<file path="src/source/mips_lite_pkg.sv">
`default_nettype none

package mips_lite_pkg;

    typedef logic [31:0] word_t;    // data, address or instruction
    typedef logic [4:0]  reg_idx_t;
    typedef logic [2:0]  alu_op_t;

    localparam alu_op_t ALU_ADD = 3'd0;
    localparam alu_op_t ALU_SUB = 3'd1;
    localparam alu_op_t ALU_AND = 3'd2;
    localparam alu_op_t ALU_OR  = 3'd3;
    localparam alu_op_t ALU_XOR = 3'd4;
    localparam alu_op_t ALU_SLT = 3'd5;  // signed compare
    localparam alu_op_t ALU_LUI = 3'd6;

    // primary opcode, instr[31:26]
    localparam logic [5:0] OP_SPECIAL = 6'h00;
    localparam logic [5:0] OP_BEQ     = 6'h04;
    localparam logic [5:0] OP_BNE     = 6'h05;
    localparam logic [5:0] OP_ADDIU   = 6'h09;
    localparam logic [5:0] OP_ORI     = 6'h0d;
    localparam logic [5:0] OP_LUI     = 6'h0f;
    localparam logic [5:0] OP_LW      = 6'h23;
    localparam logic [5:0] OP_SW      = 6'h2b;

    // funct field for OP_SPECIAL, instr[5:0]
    localparam logic [5:0] FN_ADDU = 6'h21;
    localparam logic [5:0] FN_SUBU = 6'h23;
    localparam logic [5:0] FN_AND  = 6'h24;
    localparam logic [5:0] FN_OR   = 6'h25;
    localparam logic [5:0] FN_XOR  = 6'h26;
    localparam logic [5:0] FN_SLT  = 6'h2a;

endpackage

`default_nettype wire
</file>
<file path="src/source/decode_if.sv">
`timescale 1ns/10ps
`default_nettype none

interface decode_if;

    mips_lite_pkg::reg_idx_t rs;
    mips_lite_pkg::reg_idx_t rt;
    mips_lite_pkg::reg_idx_t dest;      // rd or rt
    mips_lite_pkg::word_t    imm;       // already extended
    mips_lite_pkg::alu_op_t  alu_op;
    logic                    use_imm;
    logic                    writes_reg;
    logic                    is_load;
    logic                    is_store;
    logic                    is_beq;
    logic                    is_bne;

    modport source (output rs, rt, dest, imm, alu_op, use_imm, writes_reg,
                    is_load, is_store, is_beq, is_bne);
    modport sink   (input rs, rt, dest, imm, alu_op, use_imm, writes_reg,
                    is_load, is_store, is_beq, is_bne);

endinterface

`default_nettype wire

</file>
<file path="src/source/core_bus_if.sv">
`timescale 1ns/10ps
`default_nettype none

// one memory request from the sequencer, completed by the bus unit
interface core_bus_if;

    logic                req;    // held until done
    logic                we;
    mips_lite_pkg::word_t addr;
    mips_lite_pkg::word_t wdata;
    logic                done;   // single cycle
    mips_lite_pkg::word_t rdata;

    modport requester (output req, we, addr, wdata, input done, rdata);
    modport responder (input req, we, addr, wdata, output done, rdata);

endinterface

`default_nettype wire

</file>
<file path="src/source/mips_lite_top.sv">
`timescale 1ns/10ps
`default_nettype none

module mips_lite_top #(
    parameter mips_lite_pkg::word_t reset_pc = 32'hbfc0_0000
) (
    input  logic                    aclk,
    input  logic                    arst_n,
    // AXI4-Lite master
    output mips_lite_pkg::word_t    awaddr,
    output logic [2:0]              awprot,
    output logic                    awvalid,
    input  logic                    awready,
    output mips_lite_pkg::word_t    wdata,
    output logic [3:0]              wstrb,
    output logic                    wvalid,
    input  logic                    wready,
    input  logic [1:0]              bresp,
    input  logic                    bvalid,
    output logic                    bready,
    output mips_lite_pkg::word_t    araddr,
    output logic [2:0]              arprot,
    output logic                    arvalid,
    input  logic                    arready,
    input  mips_lite_pkg::word_t    rdata,
    input  logic [1:0]              rresp,
    input  logic                    rvalid,
    output logic                    rready,
    // trace
    output mips_lite_pkg::word_t    debug_wb_pc,
    output logic [3:0]              debug_wb_rf_wen,
    output mips_lite_pkg::reg_idx_t debug_wb_rf_wnum,
    output mips_lite_pkg::word_t    debug_wb_rf_wdata
);

    core_bus_if bus_if ();
    decode_if   dec_if ();

    mips_lite_pkg::word_t pc;
    mips_lite_pkg::word_t rs_val;
    mips_lite_pkg::word_t rt_val;
    mips_lite_pkg::word_t alu_result;
    mips_lite_pkg::word_t mem_addr;
    mips_lite_pkg::word_t store_data;
    mips_lite_pkg::word_t branch_target;
    mips_lite_pkg::word_t load_data;
    logic                 take_branch;
    logic                 load_ir;
    logic                 retire;

    axi_lite_bus axi_lite_bus (
        .aclk    (aclk   ),
        .arst_n  (arst_n ),
        .bus     (bus_if ),
        .awaddr  (awaddr ),
        .awprot  (awprot ),
        .awvalid (awvalid),
        .awready (awready),
        .wdata   (wdata  ),
        .wstrb   (wstrb  ),
        .wvalid  (wvalid ),
        .wready  (wready ),
        .bresp   (bresp  ),
        .bvalid  (bvalid ),
        .bready  (bready ),
        .araddr  (araddr ),
        .arprot  (arprot ),
        .arvalid (arvalid),
        .arready (arready),
        .rdata   (rdata  ),
        .rresp   (rresp  ),
        .rvalid  (rvalid ),
        .rready  (rready )
    );

    core_sequencer #(.reset_pc(reset_pc)) core_sequencer (
        .aclk          (aclk         ),
        .arst_n        (arst_n       ),
        .bus           (bus_if       ),
        .dec           (dec_if       ),
        .mem_addr      (mem_addr     ),
        .store_data    (store_data   ),
        .take_branch   (take_branch  ),
        .branch_target (branch_target),
        .pc            (pc           ),
        .load_ir       (load_ir      ),
        .retire        (retire       ),
        .load_data     (load_data    )
    );

    // fetched word comes straight from the bus unit
    decode_unit decode_unit (
        .aclk    (aclk        ),
        .arst_n  (arst_n      ),
        .load_ir (load_ir     ),
        .instr   (bus_if.rdata),
        .dec     (dec_if      )
    );

    execute_unit execute_unit (
        .dec           (dec_if       ),
        .rs_val        (rs_val       ),
        .rt_val        (rt_val       ),
        .pc            (pc           ),
        .alu_result    (alu_result   ),
        .mem_addr      (mem_addr     ),
        .store_data    (store_data   ),
        .branch_target (branch_target),
        .take_branch   (take_branch  )
    );

    result_unit result_unit (
        .aclk              (aclk             ),
        .arst_n            (arst_n           ),
        .dec               (dec_if           ),
        .retire            (retire           ),
        .alu_result        (alu_result       ),
        .load_data         (load_data        ),
        .pc                (pc               ),
        .rs_val            (rs_val           ),
        .rt_val            (rt_val           ),
        .debug_wb_pc       (debug_wb_pc      ),
        .debug_wb_rf_wen   (debug_wb_rf_wen  ),
        .debug_wb_rf_wnum  (debug_wb_rf_wnum ),
        .debug_wb_rf_wdata (debug_wb_rf_wdata)
    );

endmodule

`default_nettype wire

</file>
<file path="src/source/result_unit.sv">
`timescale 1ns/10ps
`default_nettype none

module result_unit (
    input  logic                    aclk,
    input  logic                    arst_n,
    decode_if.sink                  dec,
    input  logic                    retire,
    input  mips_lite_pkg::word_t    alu_result,
    input  mips_lite_pkg::word_t    load_data,
    input  mips_lite_pkg::word_t    pc,
    output mips_lite_pkg::word_t    rs_val,
    output mips_lite_pkg::word_t    rt_val,
    output mips_lite_pkg::word_t    debug_wb_pc,
    output logic [3:0]              debug_wb_rf_wen,
    output mips_lite_pkg::reg_idx_t debug_wb_rf_wnum,
    output mips_lite_pkg::word_t    debug_wb_rf_wdata
);

    mips_lite_pkg::word_t regs [32];
    mips_lite_pkg::word_t wb_data;
    logic                 wb_en;

    assign wb_data = dec.is_load ? load_data : alu_result;
    assign wb_en   = retire && dec.writes_reg && (dec.dest != 5'd0);  // r0 never written

    always_ff @(posedge aclk or negedge arst_n) begin
        if (!arst_n) begin
            for (int i = 0; i < 32; i++) regs[i] <= '0;
        end else if (wb_en) begin
            regs[dec.dest] <= wb_data;
        end
    end

    assign rs_val = (dec.rs == 5'd0) ? '0 : regs[dec.rs];
    assign rt_val = (dec.rt == 5'd0) ? '0 : regs[dec.rt];

    // trace shows the write as it happens
    assign debug_wb_pc       = pc;
    assign debug_wb_rf_wen   = {4{wb_en}};
    assign debug_wb_rf_wnum  = dec.dest;
    assign debug_wb_rf_wdata = wb_data;

endmodule

`default_nettype wire

</file>
<file path="src/source/execute_unit.sv">
`timescale 1ns/10ps
`default_nettype none

module execute_unit (
    decode_if.sink               dec,
    input  mips_lite_pkg::word_t rs_val,
    input  mips_lite_pkg::word_t rt_val,
    input  mips_lite_pkg::word_t pc,
    output mips_lite_pkg::word_t alu_result,
    output mips_lite_pkg::word_t mem_addr,
    output mips_lite_pkg::word_t store_data,
    output mips_lite_pkg::word_t branch_target,
    output logic                 take_branch
);

    mips_lite_pkg::word_t op_b;

    assign op_b = dec.use_imm ? dec.imm : rt_val;

    always_comb begin
        case (dec.alu_op)
            mips_lite_pkg::ALU_SUB: alu_result = rs_val - op_b;
            mips_lite_pkg::ALU_AND: alu_result = rs_val & op_b;
            mips_lite_pkg::ALU_OR:  alu_result = rs_val | op_b;
            mips_lite_pkg::ALU_XOR: alu_result = rs_val ^ op_b;
            mips_lite_pkg::ALU_SLT: alu_result = {31'd0, $signed(rs_val) < $signed(op_b)};
            mips_lite_pkg::ALU_LUI: alu_result = {dec.imm[15:0], 16'h0000};
            default:                alu_result = rs_val + op_b;
        endcase
    end

    // lw and sw decode to ALU_ADD with the immediate
    assign mem_addr   = alu_result;
    assign store_data = rt_val;

    assign take_branch = (dec.is_beq && (rs_val == rt_val)) ||
                         (dec.is_bne && (rs_val != rt_val));
    assign branch_target = pc + 32'd4 + {dec.imm[29:0], 2'b00};

endmodule

`default_nettype wire

</file>
<file path="src/source/decode_unit.sv">
`timescale 1ns/10ps
`default_nettype none

module decode_unit (
    input  logic                 aclk,
    input  logic                 arst_n,
    input  logic                 load_ir,
    input  mips_lite_pkg::word_t instr,
    decode_if.source             dec
);

    mips_lite_pkg::word_t ir;
    logic [5:0]           opcode;
    logic [5:0]           funct;

    always_ff @(posedge aclk or negedge arst_n) begin
        if (!arst_n) begin
            ir <= '0;   // sll r0 = nop
        end else if (load_ir) begin
            ir <= instr;
        end
    end

    assign opcode = ir[31:26];
    assign funct  = ir[5:0];

    assign dec.rs   = ir[25:21];
    assign dec.rt   = ir[20:16];
    assign dec.dest = (opcode == mips_lite_pkg::OP_SPECIAL) ? ir[15:11] : ir[20:16];
    assign dec.imm  = (opcode == mips_lite_pkg::OP_ORI) ? {16'h0000, ir[15:0]} :
                                                          {{16{ir[15]}}, ir[15:0]};

    always_comb begin
        dec.alu_op     = mips_lite_pkg::ALU_ADD;
        dec.use_imm    = 1'b0;
        dec.writes_reg = 1'b0;
        dec.is_load    = 1'b0;
        dec.is_store   = 1'b0;
        dec.is_beq     = 1'b0;
        dec.is_bne     = 1'b0;
        case (opcode)
            mips_lite_pkg::OP_SPECIAL: begin
                dec.writes_reg = 1'b1;
                case (funct)
                    mips_lite_pkg::FN_ADDU: dec.alu_op = mips_lite_pkg::ALU_ADD;
                    mips_lite_pkg::FN_SUBU: dec.alu_op = mips_lite_pkg::ALU_SUB;
                    mips_lite_pkg::FN_AND:  dec.alu_op = mips_lite_pkg::ALU_AND;
                    mips_lite_pkg::FN_OR:   dec.alu_op = mips_lite_pkg::ALU_OR;
                    mips_lite_pkg::FN_XOR:  dec.alu_op = mips_lite_pkg::ALU_XOR;
                    mips_lite_pkg::FN_SLT:  dec.alu_op = mips_lite_pkg::ALU_SLT;
                    default:                dec.writes_reg = 1'b0;  // unknown funct is a nop
                endcase
            end
            mips_lite_pkg::OP_ADDIU: begin
                dec.use_imm    = 1'b1;
                dec.writes_reg = 1'b1;
            end
            mips_lite_pkg::OP_ORI: begin
                dec.alu_op     = mips_lite_pkg::ALU_OR;
                dec.use_imm    = 1'b1;
                dec.writes_reg = 1'b1;
            end
            mips_lite_pkg::OP_LUI: begin
                dec.alu_op     = mips_lite_pkg::ALU_LUI;
                dec.use_imm    = 1'b1;
                dec.writes_reg = 1'b1;
            end
            mips_lite_pkg::OP_LW: begin
                dec.use_imm    = 1'b1;   // address = rs + imm
                dec.writes_reg = 1'b1;
                dec.is_load    = 1'b1;
            end
            mips_lite_pkg::OP_SW: begin
                dec.use_imm  = 1'b1;
                dec.is_store = 1'b1;
            end
            mips_lite_pkg::OP_BEQ: dec.is_beq = 1'b1;
            mips_lite_pkg::OP_BNE: dec.is_bne = 1'b1;
            default: ;
        endcase
    end

endmodule

`default_nettype wire

</file>
<file path="src/source/core_sequencer.sv">
`timescale 1ns/10ps
`default_nettype none

module core_sequencer #(
    parameter mips_lite_pkg::word_t reset_pc = 32'hbfc0_0000
) (
    input  logic                 aclk,
    input  logic                 arst_n,
    core_bus_if.requester        bus,
    decode_if.sink               dec,
    input  mips_lite_pkg::word_t mem_addr,
    input  mips_lite_pkg::word_t store_data,
    input  logic                 take_branch,
    input  mips_lite_pkg::word_t branch_target,
    output mips_lite_pkg::word_t pc,
    output logic                 load_ir,
    output logic                 retire,
    output mips_lite_pkg::word_t load_data
);

    typedef enum logic [2:0] {FETCH, DECODE, EXEC, MEM, RESULT} phase_t;

    phase_t phase;

    always_ff @(posedge aclk or negedge arst_n) begin
        if (!arst_n) begin
            phase <= FETCH;
            pc    <= reset_pc;
        end else begin
            case (phase)
                FETCH:  if (bus.done) phase <= DECODE;
                DECODE: phase <= EXEC;
                EXEC:   phase <= (dec.is_load || dec.is_store) ? MEM : RESULT;
                MEM:    if (bus.done) phase <= RESULT;
                RESULT: begin
                    pc    <= take_branch ? branch_target : pc + 32'd4;  // no delay slot
                    phase <= FETCH;
                end
                default: phase <= FETCH;
            endcase
        end
    end

    // lw data, held into RESULT
    always_ff @(posedge aclk) begin
        if (phase == MEM && bus.done && dec.is_load) load_data <= bus.rdata;
    end

    // fetch uses pc, data access uses the execute address
    assign bus.req   = (phase == FETCH) || (phase == MEM);
    assign bus.we    = (phase == MEM) && dec.is_store;
    assign bus.addr  = (phase == MEM) ? mem_addr : pc;
    assign bus.wdata = store_data;

    assign load_ir = (phase == FETCH) && bus.done;
    assign retire  = (phase == RESULT);

endmodule

`default_nettype wire

</file>
<file path="src/source/axi_lite_bus.sv">
`timescale 1ns/10ps
`default_nettype none

module axi_lite_bus (
    input  logic                 aclk,
    input  logic                 arst_n,
    core_bus_if.responder        bus,
    output mips_lite_pkg::word_t awaddr,
    output logic [2:0]           awprot,
    output logic                 awvalid,
    input  logic                 awready,
    output mips_lite_pkg::word_t wdata,
    output logic [3:0]           wstrb,
    output logic                 wvalid,
    input  logic                 wready,
    input  logic [1:0]           bresp,     // not checked
    input  logic                 bvalid,
    output logic                 bready,
    output mips_lite_pkg::word_t araddr,
    output logic [2:0]           arprot,
    output logic                 arvalid,
    input  logic                 arready,
    input  mips_lite_pkg::word_t rdata,
    input  logic [1:0]           rresp,     // not checked
    input  logic                 rvalid,
    output logic                 rready
);

    typedef enum logic [2:0] {IDLE, READ_ADDR, READ_DATA, WRITE, WRITE_RESP, DONE} state_t;

    state_t               state;
    logic                 aw_done;    // aw accepted, w still pending
    logic                 w_done;
    logic                 aw_hs;
    logic                 w_hs;
    mips_lite_pkg::word_t addr_q;
    mips_lite_pkg::word_t wdata_q;
    mips_lite_pkg::word_t rdata_q;

    assign aw_hs = awvalid && awready;
    assign w_hs  = wvalid && wready;

    always_ff @(posedge aclk or negedge arst_n) begin
        if (!arst_n) begin
            state   <= IDLE;
            aw_done <= 1'b0;
            w_done  <= 1'b0;
        end else begin
            case (state)
                IDLE:      if (bus.req) state <= bus.we ? WRITE : READ_ADDR;
                READ_ADDR: if (arready) state <= READ_DATA;
                READ_DATA: if (rvalid) state <= DONE;
                WRITE: begin
                    if ((aw_done || aw_hs) && (w_done || w_hs)) begin
                        state   <= WRITE_RESP;
                        aw_done <= 1'b0;
                        w_done  <= 1'b0;
                    end else begin
                        if (aw_hs) aw_done <= 1'b1;
                        if (w_hs) w_done <= 1'b1;
                    end
                end
                WRITE_RESP: if (bvalid) state <= DONE;
                default:    state <= IDLE;  // DONE
            endcase
        end
    end

    // request payload and read word
    always_ff @(posedge aclk) begin
        if (state == IDLE && bus.req) begin
            addr_q  <= bus.addr;
            wdata_q <= bus.wdata;
        end
        if (rvalid && rready) rdata_q <= rdata;
    end

    assign arvalid = (state == READ_ADDR);
    assign rready  = (state == READ_DATA);
    assign awvalid = (state == WRITE) && !aw_done;
    assign wvalid  = (state == WRITE) && !w_done;
    assign bready  = (state == WRITE_RESP);

    assign araddr = addr_q;
    assign awaddr = addr_q;
    assign wdata  = wdata_q;
    assign wstrb  = 4'hf;      // full words only
    assign awprot = 3'b000;
    assign arprot = 3'b000;

    assign bus.done  = (state == DONE);
    assign bus.rdata = rdata_q;

endmodule

`default_nettype wire

</file>
<file path="config.mk">
export PLATFORM = sky130hd
export DESIGN_NAME = mips_lite_top
export DESIGN_NICKNAME = d
export VERILOG_FILES = /design/src/source/mips_lite_pkg.sv /design/src/source/decode_if.sv /design/src/source/core_bus_if.sv /design/src/source/mips_lite_top.sv /design/src/source/result_unit.sv /design/src/source/execute_unit.sv /design/src/source/decode_unit.sv /design/src/source/core_sequencer.sv /design/src/source/axi_lite_bus.sv
export SDC_FILE = /design/constraint.sdc
export NUM_CORES = 2
export LEC_CHECK = 0
export ABC_AREA = 1
export BUFFER_PORTS_ARGS = -buffer_cell sky130_fd_sc_hd__buf_2
export CORE_MARGIN = 2
export CORE_UTILIZATION = 50
export CTS_CLUSTER_DIAMETER = 150
export CTS_CLUSTER_SIZE = 30
export DETAILED_ROUTE_END_ITERATION = 10
export PLACE_DENSITY = 0.65
export SYNTH_ARGS = -nofsm -noshare
export SYNTH_HDL_FRONTEND = slang
export SYNTH_HIERARCHICAL = 1
export SYNTH_SLANG_ARGS = --single-unit
</file>
<file path="constraint.sdc">
create_clock -name aclk -period 10.1 [get_ports aclk]
set_input_delay 1.515 -clock aclk [delete_from_list [all_inputs] [get_ports aclk]]
set_output_delay 1.515 -clock aclk [all_outputs]
set_load 0.02 [all_outputs]
</file>
==> flow_summary.ini <==
[critical_path]
worst_ep_arrival_time_ps = 7260
cp_max_fo = 49
startpoint_type = register
cp-end-kind = primary output
r2r_slack_ps = 2510
crit_type = reg -> out
rr_startpoint = decode_unit/ir[17]
r2r-end = result_unit/regs[506]
required_ps = 8590
rr_worst_depth = 26

[timing]
fin_crit_ps = 8770
slew_violations = 0
setup_viol = 0
worst_slew_pin_slew_ps = 1490
slew_headroom = 0.00344
setup_tns_ps = 0
max_freq_mhz = 114
rsz0062_at_grt = no
hold_viol_final = 0
skew_ps = 60.2
period_share = 0.869

[detailed_routing]
drtIter0Drc = 11200
first_pass_iters = 7
post_drt_via_cell_ratio = 6.01
ant_nets = 0
wl_per_cell_um = 24.3
drt_wl_total_mm = 304
vias = 75400
drc = 0

[clock_network]
cts.sinks = 1224
cts_max_level = 2
cts_resized = 0
cts_buffer_depth = 3
cts_buffers = 48
holdBufCountCts = 0
clk_pin_slew_ps = 130
cts-root-buf = clkbuf_16
clk_latency_ps = 750
cts_setup_buffers = 0
cts_tree = done

[logic_synthesis]
synth_top_area_share = 0.355
synth_cell_types = 65
synth-seq-cells = 1224
ys_warn_count = 6
ys_top_cells_by_area = dfrtp_1 (36%), nand2_1 (21%), nand3_1 (10%)
synthArstFlopShare = 0.895
syn_avg_cell_area_um2 = 6.87
synth.most_common_cell = nand2_1
synth_edf_count = 128
yosys_most_used_dff = dfrtp_1
synth.top_cells.by_count = nand2_1 (4288), nand3_1 (1554), o21ai_0 (1142)
synth_seq_area_share = 0.408
synthCells = 11200
syn_area_mm2 = 0.0766
synth_top_area_cell = dfrtp_1

[global_route]
antenna_found_initial = 12
grt_pass1_vias = 69600
grt_overflow = 0
track_usage = 0.381
grt_pass1_wl_mm = 452
grt_max_degree = 160

[placed_design]
dp_hpwl_mm = 188
portBuffers = 212
routabilityCongestion = 0.999
placedCellCount = 12500
placed_cell_area_mm2 = 0.0766

[worst_hold_path]
min_to = result_unit/regs[993]
worstHoldStart = result_unit/regs[993]
holdPathStages = 0
hold_path_class = reg -> reg

[die]
die_h_um = 395
core_mm2 = 0.152
initial_utilization = 0.504
num_rows = 143
ios = 227
dieArea_mm2 = 0.156
fp.dieW_um = 395

[job]
drv_cap = 1

[cells_and_area]
drive_gt1_frac = 0.0594
area_delta_synth_final_pct = 1.84
stdcell_area_mm2 = 0.0780
nets = 10700
final.fill_count = 15400
final_cells = 12600

[status]
violations = max-capacitance violations
status = complete, but fails checks
per-layer routing:
layer / vias up / wire [um] / global-route usage
li1: 34500 / - / -
met3: 780 / 33700 / 0.0719
met4: 8 / 19200 / 0.209
met2: 4368 / 129000 / 0.564
met1: 35800 / 123000 / 0.526
met5: - / 47 / 0
kinds of logic (layout without fill, tap and decap cells):
family                     count (synthesis)  after routing  share of synthesized area
adders and majority gates                160            160                     0.0264
xor gates and xnor gates                  57             57                    0.00652
buffers and inverters                   1553            909                     0.0920
DFF                                     1224           1224                      0.408
other                                      2             16                  0.0000980
muxes                                     16             16                    0.00235
AOI/OAI and AO/OA                       1631           1631                      0.111
and+or+nand+nor                         6511           6511                      0.354
final cells by class:
cell class              instances  area [um^2]  area share
well taps                    2030         2540      0.0326
clock inverters                 8          108     0.00138
diodes                          6         15.0    0.000192
repair buffers                341         2390      0.0306
clock buffers                  59         1250      0.0161
multi-input cells            8385        38500       0.493
inverters                     501         1930      0.0247
flip-flops and latches       1224        31300       0.401
cells in the final DEF (no fill, tap or decap), types with 7 or more instances in the layout:
| master | n |
|---|---|
| o22ai_1 | 24 |
| nor2_2 | 26 |
| conb_1 | 10 |
| a31oi_1 | 7 |
| nor3_2 | 7 |
| dfrtp_1 | 1077 |
| xor2_1 | 43 |
| inv_2 | 34 |
| buf_4 | 101 |
| o21ai_1 | 140 |
| nand4_1 | 30 |
| ha_1 | 157 |
| o21bai_1 | 10 |
| dfrtp_4 | 8 |
| clkbuf_1 | 10 |
| a221oi_1 | 19 |
| nor2_1 | 476 |
| clkbuf_16 | 48 |
| or2_2 | 11 |
| buf_2 | 211 |
| o21ai_0 | 1142 |
| nand2_4 | 21 |
| inv_1 | 457 |
| a21oi_1 | 239 |
| mux2_2 | 16 |
| nor3_1 | 28 |
| nor2_4 | 17 |
| nand3_1 | 1552 |
| xnor2_1 | 14 |
| dfstp_2 | 9 |
| edfxtp_1 | 128 |
| o21ai_2 | 11 |
| buf_12 | 28 |
| nand2_2 | 32 |
| nand2_1 | 4277 |
registers in the layout (all words and copies together) (netlist names):
| register | cells |
|---|---|
| result_unit/regs | 1024 |
| axi_lite_bus/araddr | 32 |
| axi_lite_bus/bus.rdata | 32 |
| axi_lite_bus/wdata | 32 |
| core_sequencer/load_data | 32 |
| core_sequencer/pc | 32 |
| decode_unit/ir | 32 |
| axi_lite_bus/state | 3 |
| core_sequencer/phase | 3 |
| axi_lite_bus/aw_done | 1 |
| axi_lite_bus/w_done | 1 |
worst max-delay path, cell delays in order, from the launching register on:
cell	delay, ps
dfrtp_4	800
buf_4	780
nor3_1	160
nand3_2	440
buf_4	380
nand2_1	80
nor2_1	820
inv_1	140
ha_1	480
inv_1	170
a21oi_1	110
o21ai_0	420
nor2_1	100
nand2_1	240
a21oi_1	90
o21ai_0	100
nand3_1	380
nand2_1	210
nand2_1	260
buf_2	260
metrics by stage:
stage | worst slack [ps] | util | hold slack (ps)
global placement | 2420 | 0.504 | 386
global route | 1230 | 0.513 | 427
finish | 1330 | 0.513 | 416
floorplan | 4380 | - | 420
detailed placement | 2440 | 0.504 | 388
CTS | 1620 | 0.513 | 414
how the worst max path moves through the flow:
| stage | to | start | depth (start not counted) | slack (ps) |
|---|---|---|---|---|
| global route | debug_wb_rf_wdata[20] | decode_unit/ir[16] | 24 | 1230 |
| detailed placement | debug_wb_rf_wdata[26] | decode_unit/ir[17] | 25 | 2440 |
| floorplan | axi_lite_bus/araddr[0] | core_sequencer/phase[2] | 5 | 4380 |
| finish | debug_wb_rf_wdata[15] | decode_unit/ir[22] | 19 | 1330 |
| global placement | debug_wb_rf_wdata[15] | decode_unit/ir[22] | 19 | 2420 |
| CTS | debug_wb_rf_wdata[15] | decode_unit/ir[22] | 19 | 1620 |
Power is left out: the tool's default activity adds up to more than one toggle a clock period on the data nets, which glitch-free logic cannot reach.
